--- config.mk ---
export PLATFORM = sky130hd
export DESIGN_NAME = display_timings
export DESIGN_NICKNAME = d
export VERILOG_FILES = /design/src/hw/fb_pkg.sv /design/src/hw/display_timings.sv
export SDC_FILE = /design/constraint.sdc
export NUM_CORES = 1
export LEC_CHECK = 0
export BUFFER_PORTS_ARGS = -buffer_cell sky130_fd_sc_hd__buf_2
export CORE_UTILIZATION = 47
export DETAILED_ROUTE_END_ITERATION = 8
export GPL_TIMING_DRIVEN = 0
export PLACE_DENSITY_LB_ADDON = 0.3
export SYNTH_ARGS = -nofsm -noshare
export SYNTH_HDL_FRONTEND = slang
export SYNTH_SLANG_ARGS = --single-unit
--- constraint.sdc ---
create_clock -name clk_pix -period 2.14 [get_ports clk_pix]
set_clock_uncertainty 0.05 [all_clocks]
set_input_delay 0.214 -clock clk_pix [delete_from_list [all_inputs] [get_ports clk_pix]]
set_output_delay 0.214 -clock clk_pix [all_outputs]
set_load 0.05 [all_outputs]
--- src/hw/fb_pkg.sv ---
// ####################
// shared raster and framebuffer constants, bus structs
// and the draw FSM state type
// ####################

package fb_pkg;

    // 640x480 at 60 Hz, syncs active low
    localparam int H_ACTIVE = 640;
    localparam int H_FRONT  = 16;
    localparam int H_SYNC   = 96;
    localparam int H_BACK   = 48;
    localparam int H_TOTAL  = H_ACTIVE + H_FRONT + H_SYNC + H_BACK;  // 800

    localparam int V_ACTIVE = 480;
    localparam int V_FRONT  = 10;
    localparam int V_SYNC   = 2;
    localparam int V_BACK   = 33;
    localparam int V_TOTAL  = V_ACTIVE + V_FRONT + V_SYNC + V_BACK;  // 525

    // sync pulse windows, end is exclusive
    localparam int HS_START = H_ACTIVE + H_FRONT;
    localparam int HS_END   = HS_START + H_SYNC;
    localparam int VS_START = V_ACTIVE + V_FRONT;
    localparam int VS_END   = VS_START + V_SYNC;

    localparam int CORDW = 10;  // screen coordinate width

    // 1-bit framebuffer in the top-left corner
    localparam int FB_WIDTH  = 160;
    localparam int FB_HEIGHT = 120;
    localparam int FB_PIXELS = FB_WIDTH * FB_HEIGHT;  // 19200
    localparam int FB_ADDRW  = $clog2(FB_PIXELS);     // 15
    localparam int FB_DATAW  = 1;

    localparam logic [7:0] COLR_ON  = 8'hFF;
    localparam logic [7:0] COLR_OFF = 8'h00;

    typedef struct packed {
        logic [CORDW-1:0] sx;
        logic [CORDW-1:0] sy;
        logic             hsync;
        logic             vsync;
        logic             de;     // active area
        logic             frame;  // first cycle after last active line
    } timing_t;

    typedef struct packed {
        logic                we;
        logic [FB_ADDRW-1:0] addr;
        logic [FB_DATAW-1:0] colr;
    } fb_write_t;

    typedef struct packed {
        logic       hsync;
        logic       vsync;
        logic       de;
        logic [7:0] red;
        logic [7:0] green;
        logic [7:0] blue;
    } video_t;

    typedef enum logic [2:0] {IDLE, TOP, RIGHT, LEFT, BOTTOM, DONE} draw_state_t;

endpackage

--- src/hw/display_timings.sv ---
// ####################
// 640x480 raster counters with sync, enable
// and end-of-frame strobe
// ####################

`timescale 1ns/100ps

module display_timings
    import fb_pkg::*;
(
    input  logic    clk_pix,
    input  logic    reset,
    output timing_t timing
);

    logic [CORDW-1:0] sx;
    logic [CORDW-1:0] sy;
    logic             line_end;
    logic             frame_end;

    assign line_end  = (sx == CORDW'(H_TOTAL - 1));
    assign frame_end = (sy == CORDW'(V_TOTAL - 1));

    // horizontal counter runs every cycle, vertical steps at line end
    always_ff @(posedge clk_pix) begin
        if (reset) begin
            sx <= '0;
            sy <= '0;
        end else if (line_end) begin
            sx <= '0;
            if (frame_end) begin
                sy <= '0;
            end else begin
                sy <= sy + 1'b1;
            end
        end else begin
            sx <= sx + 1'b1;
        end
    end

    // everything below decodes straight from the counter registers
    always_comb begin
        timing.sx    = sx;
        timing.sy    = sy;
        timing.hsync = ~(sx >= CORDW'(HS_START) && sx < CORDW'(HS_END));  // active low
        timing.vsync = ~(sy >= CORDW'(VS_START) && sy < CORDW'(VS_END));
        timing.de    = (sx < CORDW'(H_ACTIVE)) && (sy < CORDW'(V_ACTIVE));
        // one cycle at (0, 480), start of vertical blanking
        timing.frame = (sx == '0) && (sy == CORDW'(V_ACTIVE));
    end

endmodule

==> summary by stage <==
Outcome
The flow ran to the end, and the final reports show no timing, DRC or antenna violations.

Detailed routing
Summed over all layers, the routed wires come to between 2 and 2.5 mm. Dividing the detail-routed wire length by the instance count gives about 13 um. For this run, design rule violations remaining after detail routing come to 0. The DRC marker count from the first detailed-route iteration is 23. For this block, the via count after detailed routing is about 1,100. For this run, the detailed router's first-pass iteration total came to 4. The via density per instance is approximately 5.6.

The detail route stage leaves a number of antenna-violating nets equal to 0.

Logic synthesis
Sorting the synthesized cells by how often they occur yields sky130_fd_sc_hd__dfxtp_1, sky130_fd_sc_hd__nor2_1, sky130_fd_sc_hd__nand3_1, sky130_fd_sc_hd__nor3_1, sky130_fd_sc_hd__xnor2_1. Synthesis inferred 20 register bits. Ranked by total cell area, the synthesized netlist is headed by sky130_fd_sc_hd__dfxtp_1, sky130_fd_sc_hd__xnor2_1, sky130_fd_sc_hd__nor2_1.

Yosys mapped a number of flops with a built-in enable equal to 0. When the netlist entered floorplanning its net count stood at 140. The largest total area in the synthesized netlist belongs to sky130_fd_sc_hd__dfxtp_1. The async set or reset register ratio after synthesis is 0%. The synthesized instance count is 133. The count of synthesis-stage warnings from yosys is 0. In this run the mean area of a mapped cell was 8.56 um2. Summing the sequential cell areas from Yosys gives 35.2% of the chip area.

The netlist uses 33 different library cells. After synthesis the cells add up to about 1100 um2. The most common flop cell mapped by yosys is sky130_fd_sc_hd__dfxtp_1. In this run the biggest area consumer among cell types represents 35.2% of the synthesized area. In the post-synthesis netlist, the cell with the most instances is sky130_fd_sc_hd__dfxtp_1.

Power
The highest ir drop seen on vdd is between 0.0003 and 0.0004 V. In this run the static leakage power is ~0.53 nW. The net switching component of the power is between 0.15 and 0.2 mW. Per report_power, the sequential group accounts for slightly above 60% of the total. In this run switching power makes up 25.3% of total power. For this design the ratio of total power to cell area is around 440 nW/um2. The relative contribution of combinational cells to total power is under 10%. The part of the total power dissipated in the clock network is a little under a third. The internal portion of the total power is between 0.4 and 0.5 mW.

Placement
The detailed placer's ending HPWL is approximately 1.9 mm. Including well taps, the total number of placed cells is between 150 and 200. At the end of routability-driven placement, the weighted congestion stood at between 0.8 and 0.9. The setup slack at placement is -55.9 ps.

Input and output buffers added on the ports amount to 25.

Clock tree
The maximum root-to-sink buffer count is 2. The number of hold buffers added after CTS was 0. For this design, the sink count on the clock tree is 20. The clock insertion delay at the later pin of the skew report is about 300 ps.

After clock tree synthesis, the clock-pin slew on the worst setup and hold paths is 110 ps. The total CTS buffers is 3. CTS built an H-tree with a depth of 1. The clock tree from TritonCTS is built. The library cell used as clock root buffer is sky130_fd_sc_hd__clkbuf_4.

STA
In this run the tightest slew margin relative to its limit is 68.2%. Across all setup checks in the final design, the least slack found is 57.1 ps. The final setup violation count is 0. The minimum clock period is about 2100 ps. The fmax is a little under 500 MHz. The hold violation count in the final report is 0. Setup repair after global routing left no endpoint under its margin. The measured slew at the worst slew-check pin is 473 ps. The final period utilization is a little over nine tenths. The number of max-slew violations in the final report is 0.

Critical path
The startpoint type of the worst setup path is a flop. Setup slack on the worst reg-to-reg path comes out at between 50 and 60 ps. The number of buffers and inverters on the critical path is 2. The arrival time of the worst setup path is 2280 ps.

The logic depth of the worst path, buffers included is 6. STA puts the critical path data required time at roughly 2300 ps. In this run the critical register-to-register path is launched from sx[6]. The cell depth of the worst flop-to-flop path is 6.

Of all nets on the critical path, the largest fanout is 8. The critical path in this run is classified as flop to flop. Among cell families on the critical path, the largest total delay comes from simple AND/OR/NAND/NOR gates. On the worst path, the slowest cell contributes a delay of approximately 430 ps.

Walking the worst path, the cells encountered are clkbuf_8 -> or3_4 -> buf_6 -> or3_4 -> or4_4 -> a21oi_2. The most critical setup path has its endpoint at sy[8]. The most critical setup path has its startpoint at sx[6].

STA classifies the critical path endpoint as a flop. Among all stages on the critical path, the largest delay is contributed by sky130_fd_sc_hd__or4_4. The worst register-to-register path ends at sy[8]. The most used cell along the critical path is sky130_fd_sc_hd__or3_4.

Final layout
The area growth from synthesis to layout is 21.3%. The multi-input combinational cells in the finished layout cover a total of ~650 um2. Excluding fillers, the count of instances in the completed layout stands at ~190.

In the final design database the tool counted between 150 and 200 nets. The filler cells instantiated in the layout total approximately 230. The post-route netlist has between 30% and 40% of its cells at a drive strength greater than 1. Registers take ~420 um2.

The number of antenna diodes is 0.

GRT
Global routing finished with a remaining overflow of 0. The first global-routing pass estimated 4.06 mm of wire. The number of antenna violations at the first check in global routing came to 0. The via count of the first global-routing pass is roughly 940. Global routing consumed, over all layers together, between 20% and 30% of the routing resources. The largest net degree at the start of global routing is 12.

Floorplan
Measured along the y axis, the die boundary spans 51.2 um. The die boundary width is between 50 and 60 um. The area of the die is between 2000 and 3000 um2. The row count is 17. After floorplanning, the core was sized to cover between 2000 and 2500 um2. Pin placement for this block handled 26 I/O pins. The starting utilization of the core area is between 50% and 60%.

Flow run
The number of maximum-capacitance constraint violations is 0.

Worst hold path
The tightest min-delay check is of the input pin to flop type. The critical hold path startpoint is reset.
-- flip-flops by register name, indices dropped and copies added, names as in the netlist --
name	flops
sy	10
sx	10
-- what timing repair did --
item	CTS	global route
resized for setup	5	3
cloned	0	0
endpoints found under the setup margin	9	3
pin swaps	1	2
setup buffers	0	2
-- power groups by stage --
stage               Sequential [mW]  Clock (mW)  Combinational (mW)
floorplan                     0.404           0              0.0179
global placement              0.387           0              0.0459
detailed placement            0.388           0              0.0467
CTS                           0.379       0.190              0.0473
global route                  0.380       0.203              0.0526
finish                        0.379       0.183              0.0469
-- cells by family (layout without fill, tap and decap cells) --
kind of cell	count (synthesis)	after routing	synth area share, %
simple gates	68	68	32.9
flops	20	20	35.2
buf+inv	17	47	10.3
xor+xnor	13	13	10.0
compound gates	9	9	5.27
fa+ha+maj	5	5	5.49
mux	1	1	0.879
-- worst register-to-register path, delay by kind of cell (launching register included) --
kind,cells,cell delay [ps]
compound gates,1,140
buf+inv,2,290
flops,1,360
simple gates,3,1190
-- per-layer routing --
layer / global-route usage [%] / vias to the layer above / routed length, um
met2: 33.8 / 34 / 1170
met3: 2.68 / 7 / 102
li1: - / 526 / -
met4: 8.56 / 0 / 44
met1: 27.6 / 497 / 1150
met5: 0 / - / 0
-- layout by cell type, fill, tap and decap left out, types with 3 or more instances in the layout --
cell / n
sky130_fd_sc_hd__nand2_1: 8
sky130_fd_sc_hd__nand3_1: 9
sky130_fd_sc_hd__a21oi_1: 3
sky130_fd_sc_hd__nand4_1: 7
sky130_fd_sc_hd__dfxtp_1: 9
sky130_fd_sc_hd__buf_2: 24
sky130_fd_sc_hd__inv_1: 7
sky130_fd_sc_hd__buf_4: 4
sky130_fd_sc_hd__nor3_1: 9
sky130_fd_sc_hd__nor2_1: 16
sky130_fd_sc_hd__dfxtp_4: 3
sky130_fd_sc_hd__dfxtp_2: 8
sky130_fd_sc_hd__xnor2_1: 9
sky130_fd_sc_hd__ha_1: 5
sky130_fd_sc_hd__clkbuf_4: 3
sky130_fd_sc_hd__xor2_1: 4
sky130_fd_sc_hd__nor4_1: 5
-- per-stage QoR --
stage               hold slack (ps)  power [mW]  TNS (ps)  util [%]  cell area [um2]
detailed placement              413       0.434      -273      58.5             1320
floorplan                       227       0.422     -51.9         -             1160
finish                          102       0.609         0      61.3             1380
global placement                392       0.433     -90.6      58.5             1320
global route                    123       0.636         0      61.3             1380
CTS                             102       0.617         0      60.1             1360
-- worst min path at each step --
stage             to  slack (ps)  depth (start not counted)
2_1_floorplan  sx[6]         230                          1
3_3_place_gp   sx[0]         390                          1
3_5_place_dp   sx[0]         410                          1
4_1_cts        sx[2]         100                          2
5_1_grt        sy[0]         120                          2
6_report       sx[2]         100                          2
-- final cells by class --
cell class	count	share of cell area (%)
Inverter	7	1.90
Buffer	9	5.80
Clock inverter	1	0.272
Timing Repair Buffer	27	10.3
Multi-Input combinational cell	96	47.0
Sequential cell	20	30.5
Clock buffer	3	1.63
Tap cell	28	2.54
Power figures use the tool's default switching activity.
