### src/hw/fb_pkg.sv
// ####################
// shared raster and framebuffer constants, bus structs
// and the draw FSM state type
// ####################

package fb_pkg;

    // 640x480 at 60 Hz, syncs active low
    localparam int H_ACTIVE = 640;
    localparam int H_FRONT  = 16;
    localparam int H_SYNC   = 96;
    localparam int H_BACK   = 48;
    localparam int H_TOTAL  = H_ACTIVE + H_FRONT + H_SYNC + H_BACK;  // 800

    localparam int V_ACTIVE = 480;
    localparam int V_FRONT  = 10;
    localparam int V_SYNC   = 2;
    localparam int V_BACK   = 33;
    localparam int V_TOTAL  = V_ACTIVE + V_FRONT + V_SYNC + V_BACK;  // 525

    // sync pulse windows, end is exclusive
    localparam int HS_START = H_ACTIVE + H_FRONT;
    localparam int HS_END   = HS_START + H_SYNC;
    localparam int VS_START = V_ACTIVE + V_FRONT;
    localparam int VS_END   = VS_START + V_SYNC;

    localparam int CORDW = 10;  // screen coordinate width

    // 1-bit framebuffer in the top-left corner
    localparam int FB_WIDTH  = 160;
    localparam int FB_HEIGHT = 120;
    localparam int FB_PIXELS = FB_WIDTH * FB_HEIGHT;  // 19200
    localparam int FB_ADDRW  = $clog2(FB_PIXELS);     // 15
    localparam int FB_DATAW  = 1;

    localparam logic [7:0] COLR_ON  = 8'hFF;
    localparam logic [7:0] COLR_OFF = 8'h00;

    typedef struct packed {
        logic [CORDW-1:0] sx;
        logic [CORDW-1:0] sy;
        logic             hsync;
        logic             vsync;
        logic             de;     // active area
        logic             frame;  // first cycle after last active line
    } timing_t;

    typedef struct packed {
        logic                we;
        logic [FB_ADDRW-1:0] addr;
        logic [FB_DATAW-1:0] colr;
    } fb_write_t;

    typedef struct packed {
        logic       hsync;
        logic       vsync;
        logic       de;
        logic [7:0] red;
        logic [7:0] green;
        logic [7:0] blue;
    } video_t;

    typedef enum logic [2:0] {IDLE, TOP, RIGHT, LEFT, BOTTOM, DONE} draw_state_t;

endpackage

### src/hw/box_drawer.sv
// ####################
// FSM drawing a one-pixel border box into the framebuffer,
// once after reset
// ####################

`timescale 1ns/100ps

module box_drawer
    import fb_pkg::*;
(
    input  logic      clk_pix,
    input  logic      reset,
    input  timing_t   timing,
    output fb_write_t fb_write
);

    draw_state_t                 state;
    logic [$clog2(FB_WIDTH)-1:0] cnt_draw;  // pixels done on current edge

    always_ff @(posedge clk_pix) begin
        if (reset) begin
            state       <= IDLE;
            cnt_draw    <= '0;
            fb_write.we <= 1'b0;
        end else begin
            case (state)
                IDLE: begin
                    if (timing.frame) begin  // start of vertical blanking
                        fb_write.we   <= 1'b1;
                        fb_write.addr <= '0;
                        fb_write.colr <= FB_DATAW'(1);
                        cnt_draw      <= '0;
                        state         <= TOP;
                    end
                end
                TOP: begin
                    if (cnt_draw < FB_WIDTH - 1) begin
                        fb_write.addr <= fb_write.addr + 1'b1;
                        cnt_draw      <= cnt_draw + 1'b1;
                    end else begin
                        cnt_draw <= '0;
                        state    <= RIGHT;  // carries on down from top-right corner
                    end
                end
                RIGHT: begin
                    if (cnt_draw < FB_HEIGHT - 1) begin
                        fb_write.addr <= fb_write.addr + FB_ADDRW'(FB_WIDTH);
                        cnt_draw      <= cnt_draw + 1'b1;
                    end else begin
                        fb_write.addr <= '0;  // back to top-left corner
                        cnt_draw      <= '0;
                        state         <= LEFT;
                    end
                end
                LEFT: begin
                    if (cnt_draw < FB_HEIGHT - 1) begin
                        fb_write.addr <= fb_write.addr + FB_ADDRW'(FB_WIDTH);
                        cnt_draw      <= cnt_draw + 1'b1;
                    end else begin
                        cnt_draw <= '0;
                        state    <= BOTTOM;
                    end
                end
                BOTTOM: begin
                    if (cnt_draw < FB_WIDTH - 1) begin
                        fb_write.addr <= fb_write.addr + 1'b1;
                        cnt_draw      <= cnt_draw + 1'b1;
                    end else begin
                        fb_write.we <= 1'b0;  // last pixel written this cycle
                        state       <= DONE;
                    end
                end
                default: state <= DONE;  // parked until next reset
            endcase
        end
    end

    // the edge walk must never leave the framebuffer
    write_addr_in_range: assert property (
        @(posedge clk_pix) disable iff (reset)
        fb_write.we |-> (fb_write.addr < FB_ADDRW'(FB_PIXELS))
    );

endmodule

### config.mk
export PLATFORM = sky130hd
export DESIGN_NAME = box_drawer
export DESIGN_NICKNAME = d
export VERILOG_FILES = /design/src/hw/fb_pkg.sv /design/src/hw/box_drawer.sv
export SDC_FILE = /design/constraint.sdc
export NUM_CORES = 1
export LEC_CHECK = 0
export BUFFER_PORTS_ARGS = -buffer_cell sky130_fd_sc_hd__buf_2
export CELL_PAD_IN_SITES_DETAIL_PLACEMENT = 1
export CELL_PAD_IN_SITES_GLOBAL_PLACEMENT = 2
export CORE_MARGIN = 4
export CORE_UTILIZATION = 30
export CTS_BUF_LIST = sky130_fd_sc_hd__clkbuf_4 sky130_fd_sc_hd__clkbuf_8 sky130_fd_sc_hd__clkbuf_16
export DETAILED_ROUTE_END_ITERATION = 10
export PLACE_DENSITY_LB_ADDON = 0.1
export SKIP_CTS_REPAIR_TIMING = 1
export SYNTH_ARGS = -nofsm -noshare
export SYNTH_HDL_FRONTEND = slang
export SYNTH_SLANG_ARGS = --single-unit
### constraint.sdc
create_clock -name clk_pix -period 2.5 [get_ports clk_pix]
set_input_delay 0.125 -clock clk_pix [delete_from_list [all_inputs] [get_ports clk_pix]]
set_output_delay 0.125 -clock clk_pix [all_outputs]
set_load 0.02 [all_outputs]
==> results.yml, run 1 <==
critical_path:
  setup.worst_path.start_class: "flip-flop"
  cp_slowest_stage_delay_ns: 0.41
  cp_slowest_cell: "o221a_2"
  cp_top_family: "compound AO/OA/AOI/OAI gates"
  crit_fanout: 16
  cp.arrival_ns: 2.04
  cp.required_ns: 2.50
  crit_buf_inv: 1
  crit_path_cell_trace: "ha_1 > a21oi_2 > o221a_2 > nor4_1 > buf_4"
  critPathCaptureType: "flip-flop"
  worst-r2r-setup-slack_ns: 0.46
  critical_path_class: "flip-flop to flip-flop"
cts:
  htreeDepth: 1
  path_clk_slew_ns: 0.10
  cts_tree: "built"
  cts.path.max_buffers: 2
  clk_latency_ns: 0.28
  root_buffer: "clkbuf_8"
  clock-sinks: 27
  cts-buffers-inserted: 3
yosys:
  synth_seq_cells: 27
  synthTopCellsByCount: "edfxtp_1 (15), o21ai_0 (15), nand2_1 (14), nor2_1 (14)"
  syn_inst: 210
  synth_area_sq_mm: 0.00187
  synth_nets: 239
  post-synth-top-area-cell: "edfxtp_1"
  synth_edf_count: 15
  yosysWarnings: 0
  seq_area_frac_synth_pct: 37.0
  avgSynthCellArea_sq_um: 8.90
  synthTopCellsByArea: "edfxtp_1 (24%), dfxtp_1 (13%), o21ai_0 (4.0%)"
  async_reset_ff_share_pct: 0
  synth_flop_cell: "edfxtp_1"
  yosys.area.top_type_share_pct: 24.1
  synth.distinct_cells: 59
timing:
  setup_slack_ns: 0.460
  setup_viol: 0
  slew_headroom_pct: 57.0
  period_needed_ns: 2.04
  fin_crit_sh_pct: 81.6
  clock_skew_ns: 0.00525
  report.final.slew_viol_count: 0
  rsz0062_at_grt: "no"
  worstMarginPinSlew_ns: 0.641
  fmax_mhz: 490
  finalHoldViolCount: 0
  setup_tns_ns: 0
finish:
  antennaDiodeCount: 0
  finalNetCount: 256
  area_growth_pct: 10.2
  drive_gt1_share_pct: 18.1
power_and_ir_drop:
  irDropWorstVdd_v: 0.000196
  switching_power_uw: 443
  power_frac_seq_pct: 49.4
  p_leak_nw: 0.722
  p_sw_share_pct: 35.8
  p_per_area_mw_per_mm2: 600
  pwr-share-comb_pct: 28.4
  p_int_uw: 793
  clkPwrFrac_pct: 22.1
outcome:
  status: "complete, no violations"
drt:
  firstDrtPassIters: 4
  routed-via-count: 1772
  drc_errors: 0
  totalWireLength_mm: 5.25
  antenna_left: 0
  vias_per_cell: 5.89
  routedWlPerCell_um: 17.4
  drtIter0Drc: 57
floorplan:
  initial_core_util_pct: 31.2
  io-pin-count: 43
  num_rows: 28
  fp.coreArea_sq_mm: 0.00599
  die_height_um: 86.9
  die-area_sq_mm: 0.00755
  die_w_um: 86.9
min_path:
  hp-class: "input pin to flip-flop"
grt:
  grt_usage_pct: 14.7
  gr-total-overflow: 0
  grt_pass1_wl_mm: 8.99
  grt_start_max_net_pins: 17
  antenna_found_initial: 0
  first_global_vias: 1896
place:
  hpwl_mm: 3.91
  place_ws_ns: 0.487
  io_buffers: 18
  gp_congestion: 0.804
run:
  maxCapViolations: 0
-- sequential cells by signal, summed over array words and instances, names as in the netlist --
register / cells
cnt_draw: 8
fb_write: 16
state: 3
-- final timing paths --
kind | from | end | depth (start not counted)
worst min-delay path | reset | fb_write[16] | 2
worst max-delay path | cnt_draw[0] | fb_write[5] | 5
worst min register to register | fb_write[16] | fb_write[16] | 2
worst max register to register | cnt_draw[0] | fb_write[5] | 5
-- area by class of cell --
cell class | count | area (sq um)
multi-input cells | 164 | 1080
well taps | 75 | 93.8
inverters | 10 | 37.5
clock buffers | 4 | 48.8
fillers | 733 | 3930
flip-flops and latches | 27 | 691
repair buffers | 21 | 113
-- per-layer routing --
metal | global-route usage [%] | up-vias | wire [um]
met5 | 0 | - | 0
met4 | 5.24 | 0 | 60
met3 | 1.80 | 8 | 112
met2 | 26.7 | 20 | 2720
met1 | 17.5 | 901 | 2360
li1 | - | 843 | -
-- worst register-to-register path: stages (launching register included) --
cell     delay (ns)
dfxtp_1        0.39
ha_1           0.32
a21oi_2        0.14
o221a_2        0.41
nor4_1         0.31
buf_4          0.20
-- through the flow --
stage / instances / power [mW] / hold WS [ns] / utilization (%) / area (sq um)
after floorplan: 210 / 0.867 / 0.194 / - / 1870
after global placement: 297 / 0.956 / 0.401 / 33.6 / 2010
after detailed placement: 297 / 0.975 / 0.403 / 33.6 / 2010
after CTS: 301 / 1.25 / 0.0951 / 34.4 / 2060
after global routing: 301 / 1.32 / 0.105 / 34.4 / 2060
final: 301 / 1.24 / 0.102 / 34.4 / 2060
-- power by group through the flow --
| stage | Sequential [mW] | Clock, mW | Combinational, mW |
|---|---|---|---|
| finish | 0.611 | 0.274 | 0.352 |
| global route | 0.621 | 0.305 | 0.393 |
| detailed placement | 0.621 | 0 | 0.355 |
| global placement | 0.615 | 0 | 0.341 |
| CTS | 0.610 | 0.288 | 0.356 |
| floorplan | 0.629 | 0 | 0.238 |
-- cells in the final DEF, fill, tap and decap left out, drive strengths merged, types with 4 or more instances in the layout --
| cell | netlist | routed |
|---|---|---|
| a31oi | 6 | 6 |
| a21oi | 12 | 12 |
| clkbuf | 2 | 4 |
| a221oi | 4 | 4 |
| dfxtp | 12 | 12 |
| nand4 | 5 | 5 |
| nor4 | 6 | 6 |
| nand3 | 12 | 12 |
| nor2 | 14 | 14 |
| o211ai | 4 | 4 |
| edfxtp | 15 | 15 |
| nand2 | 14 | 14 |
| buf | 7 | 21 |
| or2 | 5 | 5 |
| nor3 | 8 | 8 |
| o21ai | 16 | 16 |
| or3 | 5 | 5 |
| xnor2 | 4 | 4 |
| inv | 10 | 10 |
| o2bb2ai | 4 | 4 |
-- logic make-up after synthesis --
| group | share of synthesized area [%] |
|---|---|
| DFF | 37.0 |
| buffers and inverters | 5.42 |
| adders and majority gates | 2.01 |
| other | 0.201 |
| muxes | 1.07 |
| xor gates and xnor gates | 2.34 |
| AOI/OAI and AO/OA | 25.9 |
| and+or+nand+nor | 26.1 |
(Power assumes the default switching activity.)
==> inputs of run 2 (changes only) <==
--- a/config.mk
+++ b/config.mk
@@ -5,11 +5,12 @@
 export SDC_FILE = /design/constraint.sdc
 export NUM_CORES = 1
 export LEC_CHECK = 0
+export ABC_AREA = 1
 export BUFFER_PORTS_ARGS = -buffer_cell sky130_fd_sc_hd__buf_2
 export CELL_PAD_IN_SITES_DETAIL_PLACEMENT = 1
 export CELL_PAD_IN_SITES_GLOBAL_PLACEMENT = 2
 export CORE_MARGIN = 4
-export CORE_UTILIZATION = 30
+export CORE_UTILIZATION = 27
 export CTS_BUF_LIST = sky130_fd_sc_hd__clkbuf_4 sky130_fd_sc_hd__clkbuf_8 sky130_fd_sc_hd__clkbuf_16
 export DETAILED_ROUTE_END_ITERATION = 10
 export PLACE_DENSITY_LB_ADDON = 0.1
==> constraint.sdc (replaced) <==
create_clock -name clk_pix -period 1.8 [get_ports clk_pix]
set_input_delay 0.09 -clock clk_pix [delete_from_list [all_inputs] [get_ports clk_pix]]
set_output_delay 0.09 -clock clk_pix [all_outputs]
set_load 0.02 [all_outputs]
==> run 2 against run 1 <==
Effect of this change:
- fmax grew 23%
- setup slack lost 0.31 ns
- sequential cell count is the same
- routed wire length shrank 4.2%
- non-clock buffer count grew 14
- core utilization grew 0.14 points
- critical path type unchanged
- largest cell class unchanged
- highest routed layer unchanged
==> results.yml, run 2 <==
grt:
  grt_busiest_layer: "met2"
  use_met2_pct: 22.3
  met3_usage_pct: 2.34
  use_met1_pct: 16.2
  grt_start_max_net_pins: 17
  grt_usage_pct: 12.7
  antenna_found_initial: 0
  gr-total-overflow: 0
  grt_pass1_wl_mm: 8.51
  first_global_vias: 1770
cts:
  clk_latency_ns: 0.29
  htreeDepth: 1
  root_buffer: "clkbuf_8"
  cts_tree: "built"
  path_clk_slew_ns: 0.12
  cts.path.max_buffers: 2
  clock-sinks: 27
  cts-buffers-inserted: 3
yosys:
  synth_top_family_by_area: "simple AND/OR/NAND/NOR gates"
  post-synth-top-area-cell: "edfxtp_1"
  synthTopCellsByCount: "nand2_1 (54), inv_1 (29), nor2_1 (28), nand3_1 (27), a21oi_1 (17)"
  synth.distinct_cells: 33
  synthMuxAreaShare_pct: 0
  syn_inst: 251
  avgSynthCellArea_sq_um: 7.26
  yosysWarnings: 0
  synth_most_common_cell: "nand2_1"
  seq_area_frac_synth_pct: 37.9
  synth_nets: 280
  synth_flop_cell: "edfxtp_1"
  synth_adder_area_share_pct: 2.06
  synth_area_sq_mm: 0.00182
  synthTopCellsByArea: "edfxtp_1 (25%), dfxtp_1 (13%), nand2_1 (11%)"
  synth_simple_gate_area_share_pct: 34.9
  synth_compound_area_share_pct: 12.3
  async_reset_ff_share_pct: 0
  synthXorXnorAreaFrac_pct: 4.32
  synth_edf_count: 15
  synth_seq_cells: 27
  yosys.area.top_type_share_pct: 24.7
drt:
  firstDrtPassIters: 4
  routedWlPerCell_um: 13.9
  drc_errors: 0
  antenna_left: 0
  vias_per_cell: 4.68
  drtIter0Drc: 44
  totalWireLength_mm: 5.03
  routed-via-count: 1699
finish:
  largest-register: "fb_write"
  final_common_cell: "nand2_1"
  antennaDiodeCount: 0
  drive_gt1_share_pct: 26.9
  final_cell_mix: "nand2_1 (52), inv_1 (29), nor2_1 (26)"
  fill_cells: 820
  design_area_sq_mm: 0.00223
  largest_register_ffs: 16
  finalNetCount: 316
  reg_top3: "fb_write x16, cnt_draw x8, state x3"
  area_growth_pct: 22.3
timing:
  setup_viol: 0
  holdWs_ns: 0.0946
  period_needed_ns: 1.65
  fmax_mhz: 605
  finalHoldViolCount: 0
  fin_crit_sh_pct: 91.9
  setup_tns_ns: 0
  clock_skew_ns: 0.0108
  report.final.slew_viol_count: 0
critical_path:
  cpMostUsedCell: "buf_4"
  cp_slowest_stage_delay_ns: 0.38
  cp_top_family: "simple AND/OR/NAND/NOR gates"
  cp.required_ns: 1.87
  setup.worst_path.start_class: "flip-flop"
  critPathCaptureType: "flip-flop"
  cp_slowest_cell: "dfxtp_2"
  cp.arrival_ns: 1.72
  crit_fanout: 5
  critical_path_class: "flip-flop to flip-flop"
  crit_path_cell_trace: "ha_4 > nand2_4 > buf_4 > o21ai_0 > nand2_1 > nor2_2 > nor3_2 > buf_4"
  crit_buf_inv: 2
min_path:
  hp-class: "input pin to flip-flop"
floorplan:
  num_rows: 29
  fp.coreArea_sq_mm: 0.00646
  die_height_um: 90.2
  io-pin-count: 43
  initial_core_util_pct: 28.2
  die-area_sq_mm: 0.00813
  die_w_um: 90.2
power_and_ir_drop:
  p_per_area_mw_per_mm2: 1290
  irDropWorstVdd_v: 0.000396
  p_leak_nw: 0.945
place:
  place_area_sq_mm: 0.00208
  io_buffers: 18
  hpwl_mm: 3.74
  gp_congestion: 0.750
outcome:
  status: "complete, no violations"
run:
  maxCapViolations: 0
## run 2: final timing paths
| kind | from | end | slack (ns) | depth (start not counted) |
|---|---|---|---|---|
| setup / recovery | cnt_draw[1] | fb_write[9] | 0.15 | 8 |
| hold / removal | timing[0] | fb_write[16] | 0.09 | 3 |
| setup reg to reg | cnt_draw[1] | fb_write[9] | 0.15 | 8 |
| hold reg to reg | fb_write[16] | fb_write[16] | 0.47 | 2 |
## run 2: routing by layer
metal / share of wire [%] / vias to the layer above
met5: 0 / -
met4: 0.82 / 0
met3: 2.0 / 4
met2: 50 / 12
met1: 47 / 789
li1: - / 894
## run 2: cell families (layout without fill, tap and decap cells)
logic type	after synthesis	in the layout
flops	27	27
xor+xnor	9	9
fa+ha+maj	3	3
simple gates	133	133
other cells	1	1
compound gates	41	41
buf+inv	37	72
## run 2: layout make-up
type | instances | area (sq um) | share of cell area, %
clock buffer | 3 | 41.3 | 1.85
clock inverter | 1 | 7.51 | 0.337
inverter | 33 | 124 | 5.56
multi-input combinational | 187 | 1050 | 47.0
sequential | 27 | 696 | 31.2
tap | 77 | 96.3 | 4.32
timing repair buffer | 35 | 218 | 9.76
## run 2: per-stage QoR
stage	std cells	utilization, %	power [mW]	worst slack, ns
after floorplan	251	-	1.99	0.0388
after global placement	354	32.2	2.47	-0.0287
after detailed placement	354	32.2	2.48	-0.0434
after CTS	358	32.9	2.88	-0.0553
after global routing	363	34.5	3.14	-0.00473
final	363	34.5	2.89	0.147
## run 2: worst min-delay path, cell delays in order
cell and delay [ns]:
buf_2 0.12, nand3_1 0.08, a21oi_1 0.06
## run 2: where the power goes
| part | switching (mW) | internal, mW |
|---|---|---|
| Clock | 0.233 | 0.158 |
| Combinational | 0.909 | 0.507 |
| Sequential | 0.201 | 0.877 |
| Total | 1.34 | 1.54 |
==> inputs of run 3 (changes only) <==
--- a/config.mk
+++ b/config.mk
@@ -7,10 +7,8 @@
 export LEC_CHECK = 0
 export ABC_AREA = 1
 export BUFFER_PORTS_ARGS = -buffer_cell sky130_fd_sc_hd__buf_2
-export CELL_PAD_IN_SITES_DETAIL_PLACEMENT = 1
-export CELL_PAD_IN_SITES_GLOBAL_PLACEMENT = 2
 export CORE_MARGIN = 4
-export CORE_UTILIZATION = 27
+export CORE_UTILIZATION = 30
 export CTS_BUF_LIST = sky130_fd_sc_hd__clkbuf_4 sky130_fd_sc_hd__clkbuf_8 sky130_fd_sc_hd__clkbuf_16
 export DETAILED_ROUTE_END_ITERATION = 10
 export PLACE_DENSITY_LB_ADDON = 0.1
==> run 3 against run 2 <==
Effect of this change:
- routed wire length down 15%
- final cell count decreased by 1.9%
- clock power decreased by 3%
- fmax decreased by 2.7%
- combinational power is essentially flat
- via count shrank 2.5%
- critical endpoint is now fb_write[8]
- largest power group unchanged
==> results.yml, run 3 (synthesized netlist as in run 2, its figures left out) <==
outcome:
  status: "complete, no violations"
power_and_ir_drop:
  p_leak_nw: 0.910
  p_int_mw: 1.54
  p_per_area_mw_per_mm2: 1310
  p_sw_share_pct: 45.6
  switching_power_mw: 1.29
  irDropWorstVdd_v: 0.000461
  fin_total_pwr_mw: 2.83
  power_frac_seq_pct: 37.5
  clkPwrFrac_pct: 13.4
  pwr-share-comb_pct: 49.1
drt:
  antenna_left: 0
  routedWlPerCell_um: 12.1
  firstDrtPassIters: 4
  drc_errors: 0
  vias_per_cell: 4.65
  drtIter0Drc: 86
  totalWireLength_mm: 4.29
  routed-via-count: 1657
min_path:
  hp-class: "input pin to flip-flop"
  hp-start: "timing[0]"
timing:
  clock_skew_ns: 0.00585
  setup_viol: 0
  finalHoldViolCount: 0
  setup_slack_ns: 0.101
  report.final.slew_viol_count: 0
  holdWs_ns: 0.0992
  fin_crit_sh_pct: 94.4
  fmax_mhz: 589
  period_needed_ns: 1.70
cts:
  clock-sinks: 27
  htreeDepth: 1
  cts_tree: "built"
  cts.path.max_buffers: 2
  root_buffer: "clkbuf_8"
  clk_latency_ns: 0.28
  cts-buffers-inserted: 3
  path_clk_slew_ns: 0.11
place:
  hpwl_mm: 3.22
  place_ws_ns: 0.0629
  io_buffers: 18
  dp.cells: 350
  place_area_sq_mm: 0.00206
  gp_congestion: 0.766
floorplan:
  num_rows: 28
  fp.coreArea_sq_mm: 0.00592
  die_height_um: 86.0
  die-area_sq_mm: 0.00739
  initial_core_util_pct: 30.8
  io-pin-count: 43
  die_w_um: 86.0
finish:
  area_growth_pct: 18.5
  design_area_sq_mm: 0.00216
  finalNonFillerCells: 356
  final_cell_mix: "nand2_1 (52), inv_1 (29), nand3_1 (26)"
  drive_gt1_share_pct: 23.8
  finalNetCount: 311
  largest_register_ffs: 16
  antennaDiodeCount: 0
  largest-register: "fb_write"
  final_common_cell: "nand2_1"
  reg_top3: "fb_write x16, cnt_draw x8, state x3"
critical_path:
  setup.worst_path.start_class: "flip-flop"
  critical_path_class: "flip-flop to flip-flop"
  cp-startpoint: "cnt_draw[0]"
  critPathCaptureType: "flip-flop"
  cp.required_ns: 1.81
  crit_fanout: 5
  cp.arrival_ns: 1.71
  r2r_start: "cnt_draw[0]"
run:
  maxCapViolations: 0
grt:
  antenna_found_initial: 0
  grt_pass1_wl_mm: 7.24
  first_global_vias: 1509
  gr-total-overflow: 0
  grt_usage_pct: 12.1
  grt_start_max_net_pins: 17
-- run 3: cell type report --
cell class / count / area (sq um)
Timing Repair Buffer: 30 / 188
Tap cell: 75 / 93.8
Clock inverter: 1 / 6.26
Fill cell: 648 / 3760
Inverter: 33 / 124
Sequential cell: 27 / 691
Clock buffer: 3 / 41.3
Multi-Input combinational cell: 187 / 1020
-- run 3: power by group through the flow --
stage	Sequential, mW	Clock (mW)	Combinational [mW]
final	1.06	0.379	1.39
after global routing	1.09	0.424	1.56
after global placement	1.07	0	1.35
after CTS	1.06	0.401	1.36
after floorplan	1.22	0	0.771
after detailed placement	1.08	0	1.36
-- run 3: final timing paths --
path | to | slack, ns | depth (start not counted)
setup / recovery | fb_write[8] | 0.10 | 9
hold / removal | fb_write[16] | 0.1 | 3
setup reg to reg | fb_write[8] | 0.10 | 9
hold reg to reg | fb_write[16] | 0.48 | 2
-- run 3: per-stage QoR --
stage | utilization [%] | setup TNS [ns]
floorplan | - | 0
global placement | 34.8 | 0
detailed placement | 34.8 | 0
CTS | 35.6 | 0
global route | 36.5 | -0.0506
finish | 36.5 | 0
-- run 3: worst max-delay path: stages, from the launching register on --
cell     delay (ns)
dfxtp_1        0.33
ha_1           0.21
nand2_2        0.12
nand2_1        0.08
nand2_2        0.09
nand2_1        0.05
nand3_1        0.10
nand2_2        0.10
nor3_4         0.18
buf_6          0.16
-- run 3: metal layers --
metal | share of wire (%) | track usage, % | wire, um | vias up
li1 | - | - | - | 886
met1 | 52 | 16.5 | 2210 | 753
met2 | 45 | 19.8 | 1950 | 16
met3 | 2.3 | 1.73 | 99 | 2
met4 | 0.68 | 3.45 | 29 | 0
met5 | 0 | 0 | 0 | -
